## src/common/cpu_pkg.sv

```systemverilog
package cpu_pkg;

    // Datapath width
    // Data words and full byte addresses share it
    localparam int WORD_BITS = 32;

    // Register file has 32 entries
    localparam int REG_IDX_BITS = 5;

    // Data RAM depth, as a word address width
    localparam int RAM_ADDR_BITS = 8;

    // Number of words in the data RAM
    localparam int RAM_WORDS = 1 << RAM_ADDR_BITS;

    // Byte offset bits below the word address
    // Only word accesses exist, so these are dropped
    localparam int WORD_ADDR_LSB = 2;

    // One data word
    typedef logic [WORD_BITS-1:0] word_t;

    // Register number
    typedef logic [REG_IDX_BITS-1:0] reg_idx_t;

    // Word address into the data RAM
    typedef logic [RAM_ADDR_BITS-1:0] ram_addr_t;

endpackage

```

## src/common/mem_pkg.sv

```systemverilog
package mem_pkg;

    // Kind of memory operation carried by a packet
    typedef enum logic [1:0] {
        // Pass-through, execute result goes on to write-back
        MEM_NONE  = 2'd0,
        // Read a RAM word into a register
        MEM_LOAD  = 2'd1,
        // Write regb into the RAM
        MEM_STORE = 2'd2
    } mem_op_e;

    // Issue/execute into the memory stage
    typedef struct packed {
        // Operation present this cycle
        logic             valid;
        mem_op_e          op;
        // Base register value
        cpu_pkg::word_t   rega;
        // Sign-extended immediate offset
        cpu_pkg::word_t   imedext;
        // Store data or execute result
        cpu_pkg::word_t   regb;
        // Destination register
        cpu_pkg::reg_idx_t regdest;
        // Register write enable
        logic             writereg;
    } iss_mem_t;

    // Address sub-stage to access sub-stage
    typedef struct packed {
        logic              valid;
        mem_op_e           op;
        // Effective word address
        cpu_pkg::ram_addr_t data_addr;
        cpu_pkg::word_t     regb;
        cpu_pkg::reg_idx_t  regdest;
        logic               writereg;
    } m0_m1_t;

    // Memory stage to write-back
    typedef struct packed {
        // Already gated by valid
        logic              writereg;
        cpu_pkg::reg_idx_t regdest;
        // Value for the register file
        cpu_pkg::word_t    wbvalue;
    } mem_wb_t;

endpackage

```

## src/mem_stage/mem_access_stage.sv

```systemverilog
`timescale 1ns/1ps

module mem_access_stage (
    input  logic               clock,
    input  logic               reset,

    // Packet from the address sub-stage
    input  mem_pkg::m0_m1_t    m0_m1,

    // Data RAM port
    output logic               ram_we,
    output cpu_pkg::ram_addr_t ram_addr,
    output cpu_pkg::word_t     ram_wdata,
    // Read word, valid in the same cycle as ram_addr
    input  cpu_pkg::word_t     ram_rdata,

    // Packet to write-back
    output mem_pkg::mem_wb_t   mem_wb
);

    import cpu_pkg::*;
    import mem_pkg::*;

    // Op decode
    logic is_store;
    // Selected write-back value
    word_t wb_value;

    // Only a valid store touches the RAM
    assign is_store = m0_m1.valid && (m0_m1.op == MEM_STORE);

    // Write strobe lands on the closing edge of this cycle
    assign ram_we = is_store;

    // One address for read and write
    assign ram_addr = m0_m1.data_addr;

    // Store data is regb
    assign ram_wdata = m0_m1.regb;

    // Write-back source by op
    always_comb begin
        unique case (m0_m1.op)
            // RAM word, read combinationally this cycle
            MEM_LOAD: begin
                wb_value = ram_rdata;
            end
            // Execute result passes straight through
            MEM_NONE: begin
                wb_value = m0_m1.regb;
            end
            // Nothing useful to return for a store
            MEM_STORE: begin
                wb_value = '0;
            end
            default: begin
                wb_value = '0;
            end
        endcase
    end

    // Write-back register
    always_ff @(posedge clock) begin
        // Write enable is the only control bit
        // Gated by valid so bubbles never write a register
        if (reset) begin
            mem_wb.writereg <= 1'b0;
        end else begin
            mem_wb.writereg <= m0_m1.valid && m0_m1.writereg;
        end

        // Payload
        mem_wb.regdest <= m0_m1.regdest;
        mem_wb.wbvalue <= wb_value;
    end

endmodule

```

## config.mk

```make
export PLATFORM = sky130hd
export DESIGN_NAME = mem_access_stage
export DESIGN_NICKNAME = d
export VERILOG_FILES = /design/src/common/cpu_pkg.sv /design/src/common/mem_pkg.sv /design/src/mem_stage/mem_access_stage.sv
export SDC_FILE = /design/constraint.sdc
export NUM_CORES = 1
export LEC_CHECK = 0
export BUFFER_PORTS_ARGS = -buffer_cell sky130_fd_sc_hd__buf_2
export CAP_MARGIN = 20
export CORE_MARGIN = 2
export CORE_UTILIZATION = 35
export DETAILED_ROUTE_END_ITERATION = 7
export PLACE_DENSITY_LB_ADDON = 0.05
export SLEW_MARGIN = 25
export SYNTH_ARGS = -nofsm -noshare
export SYNTH_HDL_FRONTEND = slang
export SYNTH_SLANG_ARGS = --single-unit
```

## constraint.sdc

```tcl
create_clock -name clock -period 0.9 [get_ports clock]
set_input_delay 0.045 -clock clock [delete_from_list [all_inputs] [get_ports clock]]
set_output_delay 0.045 -clock clock [all_outputs]
set_load 0.1 [all_outputs]
```

Yosys cells after proc, flatten, opt, wreduce, memory -nomap -nowiden:

Index checks and enable logic that the tools add are counted.

* register bits: 38
* input port bits: 83
* output and inout bits: 79
* logic and storage cells: 9

* eq/ne operators: 2
* multiplexer cells: 1
* reductions and logical operators: 3

Operator list (number)
* $pmux W32 S2: 1
* $eq A2 B1 Y1 const B: 1
* $eq A2 B2 Y1 const B: 1
* $logic_and A1 B1 Y1: 2
* $logic_not A2 Y1: 1

Logic depth before layout (Yosys ltp):

Gate-level depths: netlist (run 1).

* word-level depth: 2
* depth in mapped cells: 4
* depth with buffers taken out: 2

Least setup slack after synthesis (run 1):

No wires, ideal clock.

* path type: in2out
* start: input m0_m1[46] in the netlist's numbering
* end: output ram_we
* data arrival time: 1.152 ns
* required time: 0.855 ns
* setup slack: -0.297 ns
* stages on the path: 3
* path buffers: 2
* cells stage by stage: buf_6 -> buf_12 -> and3b_1

* cells in the longest elaborated chain, start to end: 2

Ends and longest elaborated chain
* start, declared: line mem_access_stage.sv:8 `input mem_pkg::m0_m1_t m0_m1,`
* $eq A2 B2 Y1: line mem_access_stage.sv:30 `assign is_store = m0_m1.valid && (m0_m1.op == MEM_STORE);`
* $logic_and A1 B1 Y1: line mem_access_stage.sv:30
* end, declared: line mem_access_stage.sv:11 `output logic ram_we,`

No other way between the ends.

Final worst setup path (run 1):

* start: register mem_wb[23] in the netlist's numbering
* end: output mem_wb[23] in the netlist's numbering

RTL lines
* start, declared: line mem_access_stage.sv:18 `output mem_pkg::mem_wb_t mem_wb`

No word-level cell between the ends.

==> implementation parameters, run 1 <==
Parameter                              Value

Yosys
  Number of cells produced by synthesis    between 150 and 200
  Count of different cell masters after synthesis    11
  Fraction of the yosys area taken by sequential cells    0.472
  Post-Synthesis Cell Area    1610 um2
  Number of warnings reported in the yosys synthesis log    0
  Synthesized netlist net count    236
  Post-synthesis register bit count    38
  Post-synthesis average cell area    approximately 11 um2

Pwr
  Pleak    1.70 nW
  Clk network pwr share    0.204
  Final total power    5.75 mW
  Power share of the sequential group    0.331
  Pwr per Cell Area    about 1600 nW/um2
  Net load switching power    2.32 mW
  Logic gate share of total power    0.465
  Switching Fraction    0.404
  Worst vdd rail ir drop    925 uV
  Internal cell power    3.43 mW

Clocking
  Cts bufs inserted    5
  Cell at the root of the clock tree    clkbuf_8
  Clock transition at the registers of the reported paths    0.07 ns
  H-Tree Depth    2
  Number of buffers on the longest clock path    2
  CTS tree    done
  CTS sink count    38
  # resized after CTS    0

Global routing
  Number of global-route vias before repair    1509
  Sum of overflow across all layers after global routing    0
  Number of antenna violations at the first check in global routing    0
  Met1 GRT Util    0.187
  Pin count of the biggest net entering global routing    33
  GRT Max-Usage Layer    met2
  First-pass GRT wire length    between 7 and 8 mm
  Overall routing resource usage    0.187
  GR Layer Usage met2    0.357
  Met3 routing resource usage after global routing    0.0703

Hold path
  Hold Path Origin    ram_rdata[30]
  Class of the worst hold path    primary input to register

Setup path
  Kind of end point of the critical path    output pin
  Cell class contributing the biggest share of worst-path delay    flip-flops
  Startpoint class of the critical path    register
  Slowest cell on the critical path    dfxtp_2
  Source of the critical timing path    mem_wb[23]$_DFF_P_
  Required time of the critical path    0.85 ns
  Worst path arrival time    ~0.8 ns
  Critical-path maximum fanout    1
  Critical setup path kind    register to output pin
  Critical path buffers and inverters    1
  Worst-path cell chain    buf_12
  Highest cell delay on the worst timing path    around 0.35 ns

Final layout
  Number of inserted diodes    0
  Area of the multi-input gates    463 um2
  Final design area excluding fillers    roughly 3500 um2
  FF+latch area    808 um2
  Fillers    between 200 and 300
  Area overhead of the layout relative to synthesis    118%
  Number of nets in the layout    367
  Number of flip-flops in the largest register    38
  Fraction of final layout cells sized beyond drive strength 1    0.688
  Reg with most FFs    mem_wb
  Final design utilization    0.803
  Registers with the highest flip-flop counts    mem_wb x38

Floorplan
  CORE AREA    4380 um2
  Die height    just over 70 um
  Die extent in x    71.9 um
  Cell row count    24
  Number of primary I/O pins    162
  Total Die Area    5170 um2
  Initial core utilization    0.368

Routing
  Total wire length    4.65 mm
  Routed Antenna Nets    0
  Per-cell via count in the routed design    4.34
  Initial DRC Count    34
  Total iterations of the first detailed-routing run    4
  Via total after detailed routing    1461
  Average routed wire per standard cell    13.8 um
  Remaining routing DRC violations    0

Timing
  Slew at the pin closest to its max-slew limit    0.165 ns
  Final Hold Fails    0
  Tcrit/Tclk final    0.944
  Fmax    1180 MHz
  Final TNS setup    0 ns
  Shortest clock period the worst path allows after layout    0.849 ns
  Fin worst setup slack    0.0506 ns
  Headroom to the max-slew limit    0.887
  Number of setup violations in the final report    0
  Max Slew Vio Count    0
  RSZ-0062 raised after global routing    false

Place
  Sum of net half-perimeters after detailed placement    approximately 3.5 mm
  Final weighted congestion in routability-driven placement    0.679
  Port Buf Inserts    between 100 and 150
  DP Area    3190 um2
  Worst setup slack before clock tree synthesis    0.111 ns

Status
  Result of the run    finished, final reports clean

Flow run
  Maximum capacitance violations    0
cells by family after synthesis:
kind of cell / share of synthesized area
buf+inv: 0.242
mux: 0.199
simple gates: 0.0877
flops: 0.472
Yosys cell counts:
cell	instances	area [um2]
buf_4	40	300
dfxtp_1	38	761
buf_6	1	11.3
nand2_1	1	3.75
buf_12	3	60.1
nor2_1	31	116
mux2i_1	32	320
nor2_2	2	12.5
clkbuf_1	1	3.75
and3b_1	1	8.76
buf_2	3	15.0
through the flow:
stage | std cells | hold slack [ns]
3_5_place_dp | 305 | 0.0908
2_1_floorplan | 153 | 0.0727
6_report | 337 | 0.00603
5_1_grt | 337 | 0.000321
4_1_cts | 336 | 0.000519
3_3_place_gp | 305 | 0.0908
power by group through the flow:
stage / logic, mW / clock network, mW / registers [mW]
final: 2.67 / 1.17 / 1.90
after global routing: 2.75 / 1.28 / 1.91
after CTS: 2.68 / 1.21 / 1.90
after global placement: 2.58 / 0 / 1.94
after floorplan: 1.06 / 0 / 2.68
after detailed placement: 2.60 / 0 / 1.94
area by class of cell:
| class | count | share of cell area |
|---|---|---|
| clock buffers | 7 | 0.0245 |
| multi-input cells | 67 | 0.132 |
| well taps | 52 | 0.0185 |
| repair buffers | 172 | 0.594 |
| flip-flops and latches | 38 | 0.230 |
| clock inverters | 1 | 0.00142 |
final timing paths:
check	to	slack, ns	depth (start not counted)
worst max-delay path	mem_wb[23]	0.05	1
worst min-delay path	mem_wb[30]$_DFF_P_	0.006	3
layer usage:
metal	vias up	wire, um
li1	709	-
met1	663	1510
met2	84	2670
met3	5	430
met4	0	43
met5	-	0
what timing repair did:
item                      4_1_cts  5_1_grt
hold buffers                   23        1
buffers inserted                0        0
hold endpoints to repair       21        1
layout by cell type (no fill, tap or decap), drive strengths merged:
cell	Yosys	routed
nor2	33	33
mux2i	32	32
clkbuf	1	7
and3b	1	1
buf	47	148
dlygate4sd3	0	24
dfxtp	38	38
nand2	1	1
clkinv	0	1
Note: power is estimated with default switching activity, not from simulation.
==> run 2, diff against run 1 <==
MAX_ROUTING_LAYER = met4   (was unset)
==> run 2 against run 1 <==
Clock power barely moved. Critical path depth did not move. Count of clock-buffer cells in the layout did not move. Core utilization rose by 0.23 points. Power rose by 0.22%. Critical endpoint unchanged. Cell count rose by 0.30%. Maximum frequency fell by 0.52%. Largest cell class unchanged. Largest power group unchanged. Worst setup slack got worse by 0.0044 ns. Die area did not move. Combinational power barely moved.
==> implementation parameters, run 2 (synthesis gave the netlist of run 1 again) <==
Parameter                              Value

Status
  Result of the run    finished, final reports clean

Floorplan
  Die extent in x    71.9 um
  Die height    around 70 um
  Cell row count    24
  CORE AREA    4380 um2
  Total Die Area    5170 um2
  Number of primary I/O pins    162
  Initial core utilization    0.368

Setup path
  Cell class contributing the biggest share of worst-path delay    flip-flops
  Worst path arrival time    0.81 ns
  Critical path buffers and inverters    1
  Startpoint class of the critical path    register
  Highest cell delay on the worst timing path    0.35 ns
  Critical-path maximum fanout    1
  Kind of end point of the critical path    output pin
  Worst-path cell chain    buf_12
  Required time of the critical path    0.85 ns
  Slowest cell on the critical path    dfxtp_2
  Critical setup path kind    register to output pin
  Source of the critical timing path    mem_wb[23]$_DFF_P_

Global routing
  Pin count of the biggest net entering global routing    33
  Number of global-route vias before repair    1516
  First-pass GRT wire length    slightly above 7 mm
  Overall routing resource usage    0.193
  Number of antenna violations at the first check in global routing    0
  Sum of overflow across all layers after global routing    0

Clocking
  CTS sink count    38
  H-Tree Depth    2
  Clock transition at the registers of the reported paths    0.07 ns
  Cts bufs inserted    5
  CTS tree    done
  Number of buffers on the longest clock path    2
  Cell at the root of the clock tree    clkbuf_8

Final layout
  Filler-free cell count of the finished design    about 340
  Final design area excluding fillers    3530 um2
  Number of inserted diodes    0
  Most frequent cells in the layout    buf_2, buf_12, dfxtp_2, mux2i_1, nor2_1
  Number of flip-flops in the largest register    38
  Final design utilization    0.805
  Number of nets in the layout    368
  Registers with the highest flip-flop counts    mem_wb x38
  Reg with most FFs    mem_wb
  Area overhead of the layout relative to synthesis    119%
  Fraction of final layout cells sized beyond drive strength 1    0.685

Timing
  Max Slew Vio Count    0
  RSZ-0062 raised after global routing    false
  Final Hold Fails    0
  Headroom to the max-slew limit    0.887
  Fin worst setup slack    0.0461 ns
  Number of setup violations in the final report    0
  Post-Route Hold Slack    roughly 0.00038 ns
  Fmax    between 1000 and 1500 MHz
  Final TNS setup    0 ns
  Tcrit/Tclk final    0.949
  Shortest clock period the worst path allows after layout    0.854 ns
  Slew at the pin closest to its max-slew limit    0.165 ns

Routing
  Via total after detailed routing    1468
  Per-cell via count in the routed design    4.34
  Total iterations of the first detailed-routing run    4
  Total wire length    ~4.7 mm
  Remaining routing DRC violations    0
  Routed Antenna Nets    0
  Initial DRC Count    42
  Average routed wire per standard cell    around 14 um

Pwr
  Clk network pwr share    0.205
  Logic gate share of total power    0.465
  Switching Fraction    0.404
  Pleak    1.71 nW
  Internal cell power    3.43 mW
  Final total power    5.76 mW
  Worst vdd rail ir drop    926 uV
  Pwr per Cell Area    roughly 1600 nW/um2
  Power share of the sequential group    0.330
  Net load switching power    2.33 mW

Hold path
  Hold Path Origin    ram_rdata[27]
  Class of the worst hold path    primary input to register

Place
  Placed cell count    around 310
  DP Area    around 3200 um2
  Final weighted congestion in routability-driven placement    0.686
  Worst setup slack before clock tree synthesis    0.111 ns
  Port Buf Inserts    around 150
  Sum of net half-perimeters after detailed placement    3.50 mm

Flow run
  Maximum capacitance violations    0
-- run 2: final cells by class --
cell class              count  area, um2
clock buffers               7       86.3
clock inverters             1       5.00
fillers                   255        855
multi-input cells          67        463
flip-flops and latches     38        808
well taps                  52       65.1
repair buffers            173       2100
-- run 2: worst paths after layout --
check,endpoint,cells after the start,slack [ns]
worst max-delay path,mem_wb[23],1,0.05
worst min-delay path,mem_wb[27]$_DFF_P_,3,0.0004
-- run 2: per-layer routing --
metal / vias to the layer above / global-route usage / wire length, um
li1: 715 / - / -
met1: 663 / 0.190 / 1520
met2: 85 / 0.359 / 2700
met3: 5 / 0.0689 / 396
met4: 0 / 0.0440 / 47
met5: - / - / 0
-- run 2: tightest hold or removal path, stage by stage --
cell,delay [ns]
buf_2,0.08
mux2i_1,0.06
nor2_1,0.07
-- run 2: power groups by stage --
| stage | clock network, mW | logic [mW] | registers, mW |
|---|---|---|---|
| 2_1_floorplan | 0 | 1.06 | 2.68 |
| 3_3_place_gp | 0 | 2.58 | 1.94 |
| 4_1_cts | 1.21 | 2.68 | 1.90 |
| 5_1_grt | 1.29 | 2.75 | 1.91 |
| 3_5_place_dp | 0 | 2.60 | 1.94 |
| 6_report | 1.18 | 2.68 | 1.90 |
-- run 2: timing repair --
action,in CTS,in global routing
resized for setup,0,0
endpoints found under the hold margin,21,2
buffers inserted,0,0
hold buffers,23,2
