`src/common/cpu_pkg.sv`:
```
package cpu_pkg;

    // Datapath width
    // Data words and full byte addresses share it
    localparam int WORD_BITS = 32;

    // Register file has 32 entries
    localparam int REG_IDX_BITS = 5;

    // Data RAM depth, as a word address width
    localparam int RAM_ADDR_BITS = 8;

    // Number of words in the data RAM
    localparam int RAM_WORDS = 1 << RAM_ADDR_BITS;

    // Byte offset bits below the word address
    // Only word accesses exist, so these are dropped
    localparam int WORD_ADDR_LSB = 2;

    // One data word
    typedef logic [WORD_BITS-1:0] word_t;

    // Register number
    typedef logic [REG_IDX_BITS-1:0] reg_idx_t;

    // Word address into the data RAM
    typedef logic [RAM_ADDR_BITS-1:0] ram_addr_t;

endpackage

```
`src/common/mem_pkg.sv`:
```
package mem_pkg;

    // Kind of memory operation carried by a packet
    typedef enum logic [1:0] {
        // Pass-through, execute result goes on to write-back
        MEM_NONE  = 2'd0,
        // Read a RAM word into a register
        MEM_LOAD  = 2'd1,
        // Write regb into the RAM
        MEM_STORE = 2'd2
    } mem_op_e;

    // Issue/execute into the memory stage
    typedef struct packed {
        // Operation present this cycle
        logic             valid;
        mem_op_e          op;
        // Base register value
        cpu_pkg::word_t   rega;
        // Sign-extended immediate offset
        cpu_pkg::word_t   imedext;
        // Store data or execute result
        cpu_pkg::word_t   regb;
        // Destination register
        cpu_pkg::reg_idx_t regdest;
        // Register write enable
        logic             writereg;
    } iss_mem_t;

    // Address sub-stage to access sub-stage
    typedef struct packed {
        logic              valid;
        mem_op_e           op;
        // Effective word address
        cpu_pkg::ram_addr_t data_addr;
        cpu_pkg::word_t     regb;
        cpu_pkg::reg_idx_t  regdest;
        logic               writereg;
    } m0_m1_t;

    // Memory stage to write-back
    typedef struct packed {
        // Already gated by valid
        logic              writereg;
        cpu_pkg::reg_idx_t regdest;
        // Value for the register file
        cpu_pkg::word_t    wbvalue;
    } mem_wb_t;

endpackage

```
`src/mem_stage/mem_addr_stage.sv`:
```
`timescale 1ns/1ps

module mem_addr_stage (
    input  logic              clock,
    input  logic              reset,
    // Operation from issue/execute
    input  mem_pkg::iss_mem_t iss_mem,
    // Registered packet for the access sub-stage
    output mem_pkg::m0_m1_t   m0_m1
);

    import cpu_pkg::*;

    // Full byte address, base plus offset
    word_t     eff_addr;
    // Word address bits of the sum
    ram_addr_t word_addr;

    // Address adder
    // Negative offsets work through the sign-extended immediate
    assign eff_addr = iss_mem.rega + iss_mem.imedext;

    // Drop the byte offset and the bits above the RAM depth
    // Upper bits simply wrap
    assign word_addr = eff_addr[WORD_ADDR_LSB +: RAM_ADDR_BITS];

    // Pipeline register between the sub-stages
    always_ff @(posedge clock) begin
        // Control bit
        if (reset) begin
            m0_m1.valid <= 1'b0;
        end else begin
            m0_m1.valid <= iss_mem.valid;
        end

        // Payload follows the input every cycle
        // Meaningless while valid is low
        m0_m1.op        <= iss_mem.op;
        m0_m1.data_addr <= word_addr;
        m0_m1.regb      <= iss_mem.regb;
        m0_m1.regdest   <= iss_mem.regdest;
        m0_m1.writereg  <= iss_mem.writereg;
    end

endmodule

```
`config.mk`:
```
export PLATFORM = sky130hd
export DESIGN_NAME = mem_addr_stage
export DESIGN_NICKNAME = d
export VERILOG_FILES = /design/src/common/cpu_pkg.sv /design/src/common/mem_pkg.sv /design/src/mem_stage/mem_addr_stage.sv
export SDC_FILE = /design/constraint.sdc
export NUM_CORES = 1
export LEC_CHECK = 0
export ABC_AREA = 1
export CAP_MARGIN = 25
export CELL_PAD_IN_SITES_DETAIL_PLACEMENT = 0
export CELL_PAD_IN_SITES_GLOBAL_PLACEMENT = 1
export CORE_MARGIN = 2
export CORE_UTILIZATION = 35
export CTS_BUF_LIST = sky130_fd_sc_hd__clkbuf_8
export DETAILED_ROUTE_END_ITERATION = 12
export DONT_BUFFER_PORTS = 1
export PLACE_DENSITY_LB_ADDON = 0.3
export RECOVER_POWER = 100
export SYNTH_ARGS = -nofsm -noshare
export SYNTH_HDL_FRONTEND = slang
export SYNTH_SLANG_ARGS = --single-unit
```
`constraint.sdc`:
```
create_clock -name clock -period 1.2 [get_ports clock]
set_clock_uncertainty 0.2 [all_clocks]
set_input_delay 0.06 -clock clock [delete_from_list [all_inputs] [get_ports clock]]
set_output_delay 0.06 -clock clock [all_outputs]
set_load 0.03 [all_outputs]
```
# Yosys cells after proc, flatten, opt, wreduce, memory -nomap -nowiden
# Cells that the tools add are included.
[word_totals]
word_cells = 7
ram_bits = 0
inputBits = 107
latchBits = 0
mem_bits_ro = 0
out_inout_bits = 49
register_bits = 49
mem_count = 0
[classes]
shifts = 0
multipliers = 0
div = 0
n_lt_le_gt_ge = 0
reduce_logical = 0
eq_ne = 0
add_sub_neg = 1
n_bitwise = 0
mux = 0
[op_table]
columns = ["cell", "n"]
rows = [
  ["$add 10x10->10", 1],
]

# Logic depth before layout (Yosys ltp)
# Gate-level depths: netlist (run 1).
[depth]
depth_word = 1
depth_mapped = 9
depth_no_buf = 9

# Worst setup path before layout (run 1)
# OpenSTA, ideal clock, no wires.
[synth_path]
path_type = "input to register"
from = "input iss_mem[42] in the netlist's numbering"
to = "register m0_m1[43] in the netlist's numbering"
stages = 7
setup_ns = 0.112
arrival_ns = 0.900
path_slack_ns = -0.012
required_ns = 0.888
path_buffers = 0
path_cell_list = "ha_1 -> a21oi_2 -> nor2_1 -> nor2_1 -> nand2_1 -> nand2_1 -> nand2_1"
[synth_via]
elab_chain_cells = 1
[synth_rtl]
columns = ["element", "line_no", "rtl"]
rows = [
  ["start, declared", "mem_addr_stage.sv:7", "input mem_pkg::iss_mem_t iss_mem,"],
  ["$add 10x10->10", "mem_addr_stage.sv:21", "assign eff_addr = iss_mem.rega + iss_mem.imedext;"],
  ["named net eff_addr[7]", "mem_addr_stage.sv:15", "word_t eff_addr;"],
  ["end, declared", "mem_addr_stage.sv:9", "output mem_pkg::m0_m1_t m0_m1"],
]
# The timed path passes the listed nets, and every way through them passes these cells.
# A chain may end at the register's enable or synchronous reset.

# Worst setup path after layout (run 1)
[layout_path]
from = "input iss_mem[41] in the netlist's numbering"
to = "register m0_m1[39] in the netlist's numbering"
# The elaborated chain is that of the path after synthesis.

==> metrics, run 1 <==
sequential cell fraction of total power=59.9%; post-route ant nets=0; worst endpoint required time=around 1.2 ns; DP HPWL=2230 um; area of the mapped netlist=about 0.0015 mm2; post-CTS setup buffers=0; Top reg by flops=m0_m1; Max Clock Freq=850 MHz; CP endpoint kind=flip-flop; Clock Sinks=between 40 and 50; DRC viols=0; failing checks=hold timing; Seq. cell area=~980 um2; number of DRC markers in iteration 0=18; CTS tree=done; worst path arrival time=1.17 ns; RSZ-0062 raised after global routing=no; Routability Congestion=0.808; #FFs+latches synth=49; router iterations before antenna repair=4; P_int=around 2.4 mW; Nets=317; filler instances=339; Sw Pwr=1.01 mW; placed insts=around 200; combinational share of power=12.1%; Synth warnings=0; number of global-route vias before repair=between 1000 and 1500; Slew HR=78.7%; clock-pin slew on the worst setup and hold paths=0.09 ns; total number of H-tree levels=2; Worst Setup Path Type=input port to flip-flop; DRT Wirelength=3380 um; area grow syn2layout=50.1%; Via density=~4.4; die span in x=68.6 um; cts bufs inserted=5; Net Sw Frac=29.6%; Post-Syn Area per Cell=10.6 um2; outcome=finished with violations; gr usage total=12.8%; Final Setup Violations=0; Root Buffer=clkbuf_8; Row Count=23; max-cap viol count=0; Worst-Margin Slew=0.318 ns; pin count of the biggest net entering global routing=18; max-slew violation count=0; class of the worst hold path=input port to flip-flop; min Tclk post-route=1.18 ns; initial antenna violation count=0; setup ws final=about 0.024 ns; I/O pin cnt=156; Initial Util=36.6%; clock share of power=approximately 28%; port bufs=0; Ant. Diodes=0; Die ar.=0.00471 mm2; combined area of the multi-input logic cells=438 um2; Bufs on Longest Clock Path=2; Largest regs=m0_m1 (49); PwrDens=1560 mW/mm2; global-route wire length before repair=4340 um; hold path cells=3; CP startpoint kind=input port; Seq/Total Area, Yosys=67.1%; pre-CTS setup slack=-0.111 ns; synth unique cells=15; Period Utilization, post-route=98.0%; Largest register FFs=49; Die Y=68.6 um; final hold slack=-0.0877 ns; maximum VDD drop=601 uV; Core Area=roughly 0.004 mm2; DR vias=1104; CP max FO=4; leakage power=1.04 nW; share of cells above drive strength 1=12.3%; wire length per cell=13.4 um; final cell count without fillers=253; Hold Fails Final Rpt=4; Mapped Nets=253; cell count after synthesis=138; grt ovf=0
routing by layer:
layer,up-vias,global-route usage (%),wire [um]
li1,552,-,-
met1,478,13.3,1150
met2,69,22.6,1740
met3,5,5.03,425
met4,0,6.00,62
met5,-,0,0
worst max-delay path, stage by stage:
cell and delay [ns]:
ha_1 0.33, dlygate4sd3_1 0.60, xor2_1 0.17
final cells by class:
| type | instances | share of cell area [%] |
|---|---|---|
| clock buffers | 5 | 3.13 |
| clock inverters | 3 | 1.20 |
| inverters | 17 | 2.91 |
| multi-input cells | 72 | 19.9 |
| flip-flops and latches | 49 | 44.7 |
| well taps | 50 | 2.85 |
| repair buffers | 57 | 25.3 |
cell usage after synthesis:
| cell type | instances | area share [%] |
|---|---|---|
| a21oi_1 | 3 | 1.0 |
| a21oi_2 | 1 | 0.60 |
| dfxtp_1 | 49 | 67 |
| ha_1 | 8 | 6.8 |
| inv_1 | 17 | 4.4 |
| nand2_1 | 36 | 9.2 |
| nand2_2 | 2 | 0.86 |
| nand3_1 | 6 | 2.1 |
| nand3b_1 | 1 | 0.51 |
| nand4_1 | 1 | 0.43 |
| nor2_1 | 6 | 1.5 |
| nor2_4 | 1 | 0.77 |
| o21bai_1 | 2 | 1.0 |
| o21bai_4 | 1 | 1.3 |
| xor2_1 | 4 | 2.4 |
cells by family (layout without fill, tap and decap cells):
logic type                 count (synthesis)  after routing  synth area share [%]
AOI/OAI and AO/OA                          7              7                  3.93
buffers and inverters                     17             82                  4.36
adders and majority gates                  8              8                  6.84
DFF                                       49             49                  67.1
and+or+nand+nor                           53             53                  15.4
xor gates and xnor gates                   4              4                  2.39
cells in the final DEF (no fill, tap or decap), drive strengths merged, types with 3 or more instances in the layout:
cell / netlist / routed
o21bai: 3 / 3
inv: 17 / 18
nand3: 6 / 6
buf: 0 / 7
dlygate4sd3: 0 / 47
a21oi: 4 / 4
dfxtp: 49 / 49
xor2: 4 / 4
nor2: 7 / 7
nand2: 38 / 38
ha: 8 / 8
clkbuf: 0 / 6
per-stage QoR:
step                total power [mW]  hold WS [ns]  TNS [ns]  utilization (%)  area (um2)
floorplan                       2.26        -0.112         0                -        1460
global placement                2.36        -0.112    -0.311             39.6        1590
CTS                             3.45       -0.0950         0             54.0        2160
global route                    3.59       -0.0546         0             54.9        2200
detailed placement              2.36        -0.112    -0.319             39.6        1590
finish                          3.43       -0.0877         0             54.9        2200
power by group through the flow:
| stage | sequential (mW) | clock (mW) | combinational (mW) |
|---|---|---|---|
| 2_1_floorplan | 2.07 | 0 | 0.191 |
| 3_3_place_gp | 2.09 | 0 | 0.264 |
| 3_5_place_dp | 2.09 | 0 | 0.266 |
| 4_1_cts | 2.05 | 0.995 | 0.399 |
| 5_1_grt | 2.07 | 1.06 | 0.465 |
| 6_report | 2.05 | 0.963 | 0.413 |
final timing paths:
kind / to / start
setup / recovery: m0_m1[39]$_DFF_P_ / iss_mem[41]
hold / removal: m0_m1[43]$_DFF_P_ / iss_mem[77]
what timing repair did:
action,CTS,global route
endpoints found under the hold margin,48,3
setup endpoints to repair,0,5
hold buffers,48,1
resized for setup,0,8
Power figures use the tool's default switching activity.
==> run 2, diff against run 1 <==
--- a/config.mk
+++ b/config.mk
@@ -7,3 +7,2 @@
 export LEC_CHECK = 0
-export ABC_AREA = 1
 export CAP_MARGIN = 25
--- a/constraint.sdc
+++ b/constraint.sdc
@@ -4,2 +4,2 @@
 set_output_delay 0.06 -clock clock [all_outputs]
-set_load 0.03 [all_outputs]
+set_load 0.01 [all_outputs]
==> metrics, run 2 <==
outcome=finished with violations; failing checks=hold timing, setup timing; DRC viols=0; Final Setup Violations=3; most common cell after layout, fill and taps aside=dfxtp_1; met2 usage=28.5%; Seq. cell area=981 um2; router iterations before antenna repair=3; Initial Util=about 37%; Crit path buffers/inverters=0; Root Buffer=clkbuf_8; Max Clock Freq=approximately 730 MHz; Row Count=22; Net Sw Frac=23.9%; Clock Sinks=49; commonest cells after routing, fill and taps aside=dfxtp_1, dlygate4sd3_1, buf_4, clkbuf_8, nor2_1; Worst Setup Path Type=input port to flip-flop; combinational share of power=between 10% and 20%; cell count after synthesis=between 100 and 150; Die ar.=between 0.004 and 0.005 mm2; final hold slack=-0.0851 ns; maximum VDD drop=665 uV; post-CTS setup buffers=0; Largest register FFs=49; cell taking the most area after synthesis=dfxtp_1; clock share of power=around 28%; Mapped Nets=217; area grow syn2layout=61.2%; share of cells above drive strength 1=20.6%; wire length per cell=15.6 um; CP endpoint kind=flip-flop; Post-synth EDFFs=0; Sw Pwr=approximately 0.77 mW; die span in x=approximately 67 um; worst hold path startpoint=iss_mem[78]; number of global-route vias before repair=1076; #FFs+latches synth=49; Top FF cell, synth=dfxtp_1; top-count cell post-synth=dfxtp_1; Nets=289; Ant. Diodes=0; number of DRC markers in iteration 0=17; synth cell count leaders=dfxtp_1, ha_1, nor2_1, or3_1, xnor2_1; DR vias=1038; PwrDens=1450 mW/mm2; Top reg by flops=m0_m1; RSZ-0062 raised after global routing=yes; post-route ant nets=0; DRT Wirelength=3470 um; Via density=~4.7; total number of H-tree levels=2; hold path cells=3; CP max FO=3; max incr delay on CP=0.38 ns; met3 usage=6.93%; max-slew violation count=0; cts hold-fix bufs=50; Slew HR=84.3%; leakage power=a little under 1 nW; CP startpoint kind=input port; global-route wire length before repair=4760 um; Worst-Margin Slew=0.235 ns; min Tclk post-route=approximately 1.4 ns; pin count of the biggest net entering global routing=16; synth unique cells=29; clock-pin slew on the worst setup and hold paths=0.08 ns; Period Utilization, post-route=114%; Synth area leaders=dfxtp_1, ha_1, xnor2_1, or3_1, and2_1; post-layout total power=3.24 mW; gr usage total=14.7%; P_int=2.47 mW; filler instances=307; initial antenna violation count=0; setup ws final=-0.171 ns; max-cap viol count=0; Seq/Total Area, Yosys=70.6%; Routability Congestion=0.701; GR peak layer=met2; DP HPWL=2490 um; Post-Syn Area per Cell=13.6 um2; Core Area=0.00374 mm2; combined area of the multi-input logic cells=approximately 500 um2; Max stage delay cell, worst path=or3_4; Bufs on Longest Clock Path=2; class of the worst hold path=input port to flip-flop; CTS tree=done; area of the mapped netlist=0.00139 mm2; Async SR Flop Fraction=0%; Die Y=67.0 um; grt ovf=0; Crit path max-delay family=simple AND/OR/NAND/NOR gates; worst endpoint required time=1.18 ns; Final Util=59.8%; hold path endpoint=m0_m1[44]$_DFF_P_; worst path arrival time=1.35 ns; Synth warnings=0; critical-path cell list=ha_4 > or3_4 > o2111a_2 > or2_4 > a311o_1; sequential cell fraction of total power=58.1%; I/O pin cnt=approximately 160; Synth top area share=70.6%; port bufs=0; cts bufs inserted=5; met1 GRT Util=13.1%; Hold Fails Final Rpt=1; Largest regs=m0_m1 (49)
-- run 2: changes by cell type after synthesis, moves of 3 or more --
cell,delta
xnor2_1,+4
or3_1,+4
and2_1,+3
nand3_1,-6
nand2_1,-33
and3_1,+3
inv_1,-16
-- run 2: cell type report --
class | instances | share of cell area [%]
Clock buffer | 5 | 3.07
Clock inverter | 3 | 0.783
Multi-Input combinational cell | 52 | 21.9
Tap cell | 48 | 2.68
Timing Repair Buffer | 65 | 27.6
Sequential cell | 49 | 43.8
Inverter | 1 | 0.168
-- run 2: cells by family after synthesis --
group	after synthesis	synth area share (%)
XOR/XNOR	6	3.78
multiplexers	1	0.721
flip-flops	49	70.6
AO/OA/AOI/OAI	13	7.66
buffers and inverters	1	0.270
adder cells (fa/ha/maj)	8	7.21
AND/OR/NAND/NOR	24	9.73
-- run 2: timing repair --
| item | 4_1_cts | 5_1_grt |
|---|---|---|
| hold endpoints to repair | 49 | 1 |
| gates resized for setup | 4 | 8 |
| setup endpoints to repair | 3 | 7 |
| pin swaps | 6 | 1 |
-- run 2: through the flow --
step                TNS [ns]  cells  hold slack, ns  cell area, um2  worst slack [ns]
CTS                   -0.316    223         -0.0938            2210            -0.164
floorplan              -1.67    102          -0.112            1430            -0.522
detailed placement     -2.48    165          -0.112            1600            -0.568
global route          -0.481    223         -0.0733            2240            -0.206
finish                -0.316    223         -0.0851            2240            -0.171
global placement       -2.44    165          -0.112            1600            -0.536
-- run 2: how the worst max path moves through the flow --
stage	startpoint	cells after the start	to
6_report	iss_mem[72]	5	m0_m1[43]$_DFF_P_
5_1_grt	iss_mem[72]	6	m0_m1[45]$_DFF_P_
4_1_cts	iss_mem[72]	5	m0_m1[43]$_DFF_P_
3_5_place_dp	iss_mem[41]	5	m0_m1[43]$_DFF_P_
3_3_place_gp	iss_mem[41]	5	m0_m1[43]$_DFF_P_
2_1_floorplan	iss_mem[41]	5	m0_m1[43]$_DFF_P_
-- run 2: layer usage --
layer / up-vias / share of wire (%)
met5: - / 0
met3: 4 / 11
li1: 498 / -
met1: 470 / 34
met4: 0 / 1.0
met2: 66 / 54
-- run 2: power by group through the flow --
stage               Sequential [mW]  Clock [mW]  Combinational, mW
finish                         1.88       0.904              0.455
global route                   1.89        1.00              0.503
CTS                            1.88       0.938              0.437
global placement               1.92           0              0.276
detailed placement             1.92           0              0.285
floorplan                      1.90           0              0.187
==> run 3, diff against run 2 <==
==> constraint.sdc (replaced) <==
create_clock -name clock -period 1.2 [get_ports clock]
set_clock_uncertainty 0.2 [all_clocks]
set_input_delay 0.24 -clock clock [delete_from_list [all_inputs] [get_ports clock]]
set_output_delay 0.24 -clock clock [all_outputs]
set_load 0.01 [all_outputs]
==> metrics, run 3 (synthesis gave the netlist of run 2 again) <==
critical path depth=5; post-route ant nets=0; gr usage total=15.1%; Crit path max-delay family=simple AND/OR/NAND/NOR gates; critical-path cell list=ha_4 > or3_4 > o2111a_2 > or2_4 > a311o_1; pre-CTS setup slack=-0.748 ns; commonest cells after routing, fill and taps aside=dfxtp_1, dlygate4sd3_1, buf_4, ha_4, clkbuf_8; router iterations before antenna repair=4; DP HPWL=2410 um; clock-pin slew on the worst setup and hold paths=0.09 ns; Clock Sinks=49; setup ws final=-0.339 ns; class of the worst hold path=input port to flip-flop; Crit path buffers/inverters=0; Top reg by flops=m0_m1; Core Area=roughly 0.0037 mm2; die span in x=67.0 um; leakage power=0.939 nW; DR vias=between 1000 and 1500; failing checks=setup timing; number of DRC markers in iteration 0=18; number of global-route vias before repair=around 1100; final instance area=0.00223 mm2; total number of H-tree levels=2; Ant. Diodes=0; cts bufs inserted=5; area grow syn2layout=60.5%; Initial Util=a little under two fifths; Final Setup Violations=6; Largest regs=m0_m1 (49); final hold slack=0.0212 ns; max incr delay on CP=0.38 ns; CTS tree=done; DRC viols=0; most common cell after layout, fill and taps aside=dfxtp_1; worst path arrival time=1.53 ns; Root Buffer=clkbuf_8; Slew HR=83.2%; CP startpoint kind=input port; Nets=283; Bufs on Longest Clock Path=2; Die Y=67.0 um; Max stage delay cell, worst path=or3_4; Seq. cell area=about 1000 um2; Die ar.=0.00449 mm2; Via density=4.64; CP endpoint kind=flip-flop; Placed Area=0.00161 mm2; maximum VDD drop=approximately 690 uV; Routability Congestion=0.750; max-cap viol count=0; share of cells above drive strength 1=25.4%; grt ovf=0; Max Clock Freq=650 MHz; Hold Fails Final Rpt=0; post-layout total power=3.27 mW; Worst Setup EP=m0_m1[43]$_DFF_P_; PwrDens=1470 mW/mm2; Row Count=22; combined area of the multi-input logic cells=539 um2; RSZ-0062 raised after global routing=yes; outcome=finished with violations; Worst-Margin Slew=0.251 ns; worst endpoint required time=1.19 ns; min Tclk post-route=1.54 ns; port bufs=0; DRT Wirelength=around 3600 um; pin count of the biggest net entering global routing=16; initial antenna violation count=0; Period Utilization, post-route=128%; Worst Setup Path Type=input port to flip-flop; max-slew violation count=0; I/O pin cnt=approximately 160; Largest register FFs=49; CP max FO=3; CP Launch Point=iss_mem[73]; filler instances=311; wire length per cell=16.5 um; global-route wire length before repair=4840 um
==> run 3: changes by cell type in the layout (fill, tap and decap cells not counted), moves of 2 or more <==
cell,before,now
buf_6,0,3
and2_4,0,2
ha_2,2,0
dlymetal6s4s_1,2,0
and2_1,3,1
dlygate4sd3_1,48,42
ha_4,3,5
==> run 3: metal layers <==
metal  vias up  share of wire, %  GRT usage (%)
met1       450                35           14.2
met4         0               1.2           6.89
met5         -                 0              0
li1        486                 -              -
met2        67                53           27.9
met3         4                11           6.42
==> run 3: stage by stage <==
step | instances | setup TNS (ns) | util, %
finish | 217 | -1.21 | 59.6
global route | 217 | -1.37 | 59.6
CTS | 215 | -1.19 | 57.5
detailed placement | 165 | -3.93 | 42.9
global placement | 165 | -3.80 | 42.9
floorplan | 102 | -2.84 | -
==> run 3: final cells by class <==
cell class                      instances  area share [%]
Clock buffer                            5            3.09
Multi-Input combinational cell         52            24.2
Inverter                                1           0.168
Clock inverter                          3           0.786
Timing Repair Buffer                   59            25.1
Tap cell                               48            2.69
Sequential cell                        49            44.0
==> run 3: worst min-delay path by stage <==
stage,depth (start not counted),to,from
finish,2,m0_m1[44]$_DFF_P_,iss_mem[78]
global route,2,m0_m1[44]$_DFF_P_,iss_mem[78]
CTS,2,m0_m1[44]$_DFF_P_,iss_mem[78]
detailed placement,0,m0_m1[3]$_DFF_P_,iss_mem[3]
global placement,0,m0_m1[23]$_DFF_P_,iss_mem[23]
floorplan,0,m0_m1[0]$_DFF_P_,iss_mem[0]
==> run 3: repair_timing <==
action | in CTS | in global routing
pin swaps | 5 | 6
endpoints found under the setup margin | 6 | 7
buffers inserted | 0 | 2
gates resized for setup | 7 | 13
hold buffers | 42 | 0
hold endpoints to repair | 41 | 0
==> run 3: where the power goes <==
part	switching, mW	internal, mW	total, mW
logic	0.168	0.301	0.469
registers	0.121	1.76	1.88
clock network	0.517	0.407	0.924
total	0.806	2.47	3.27
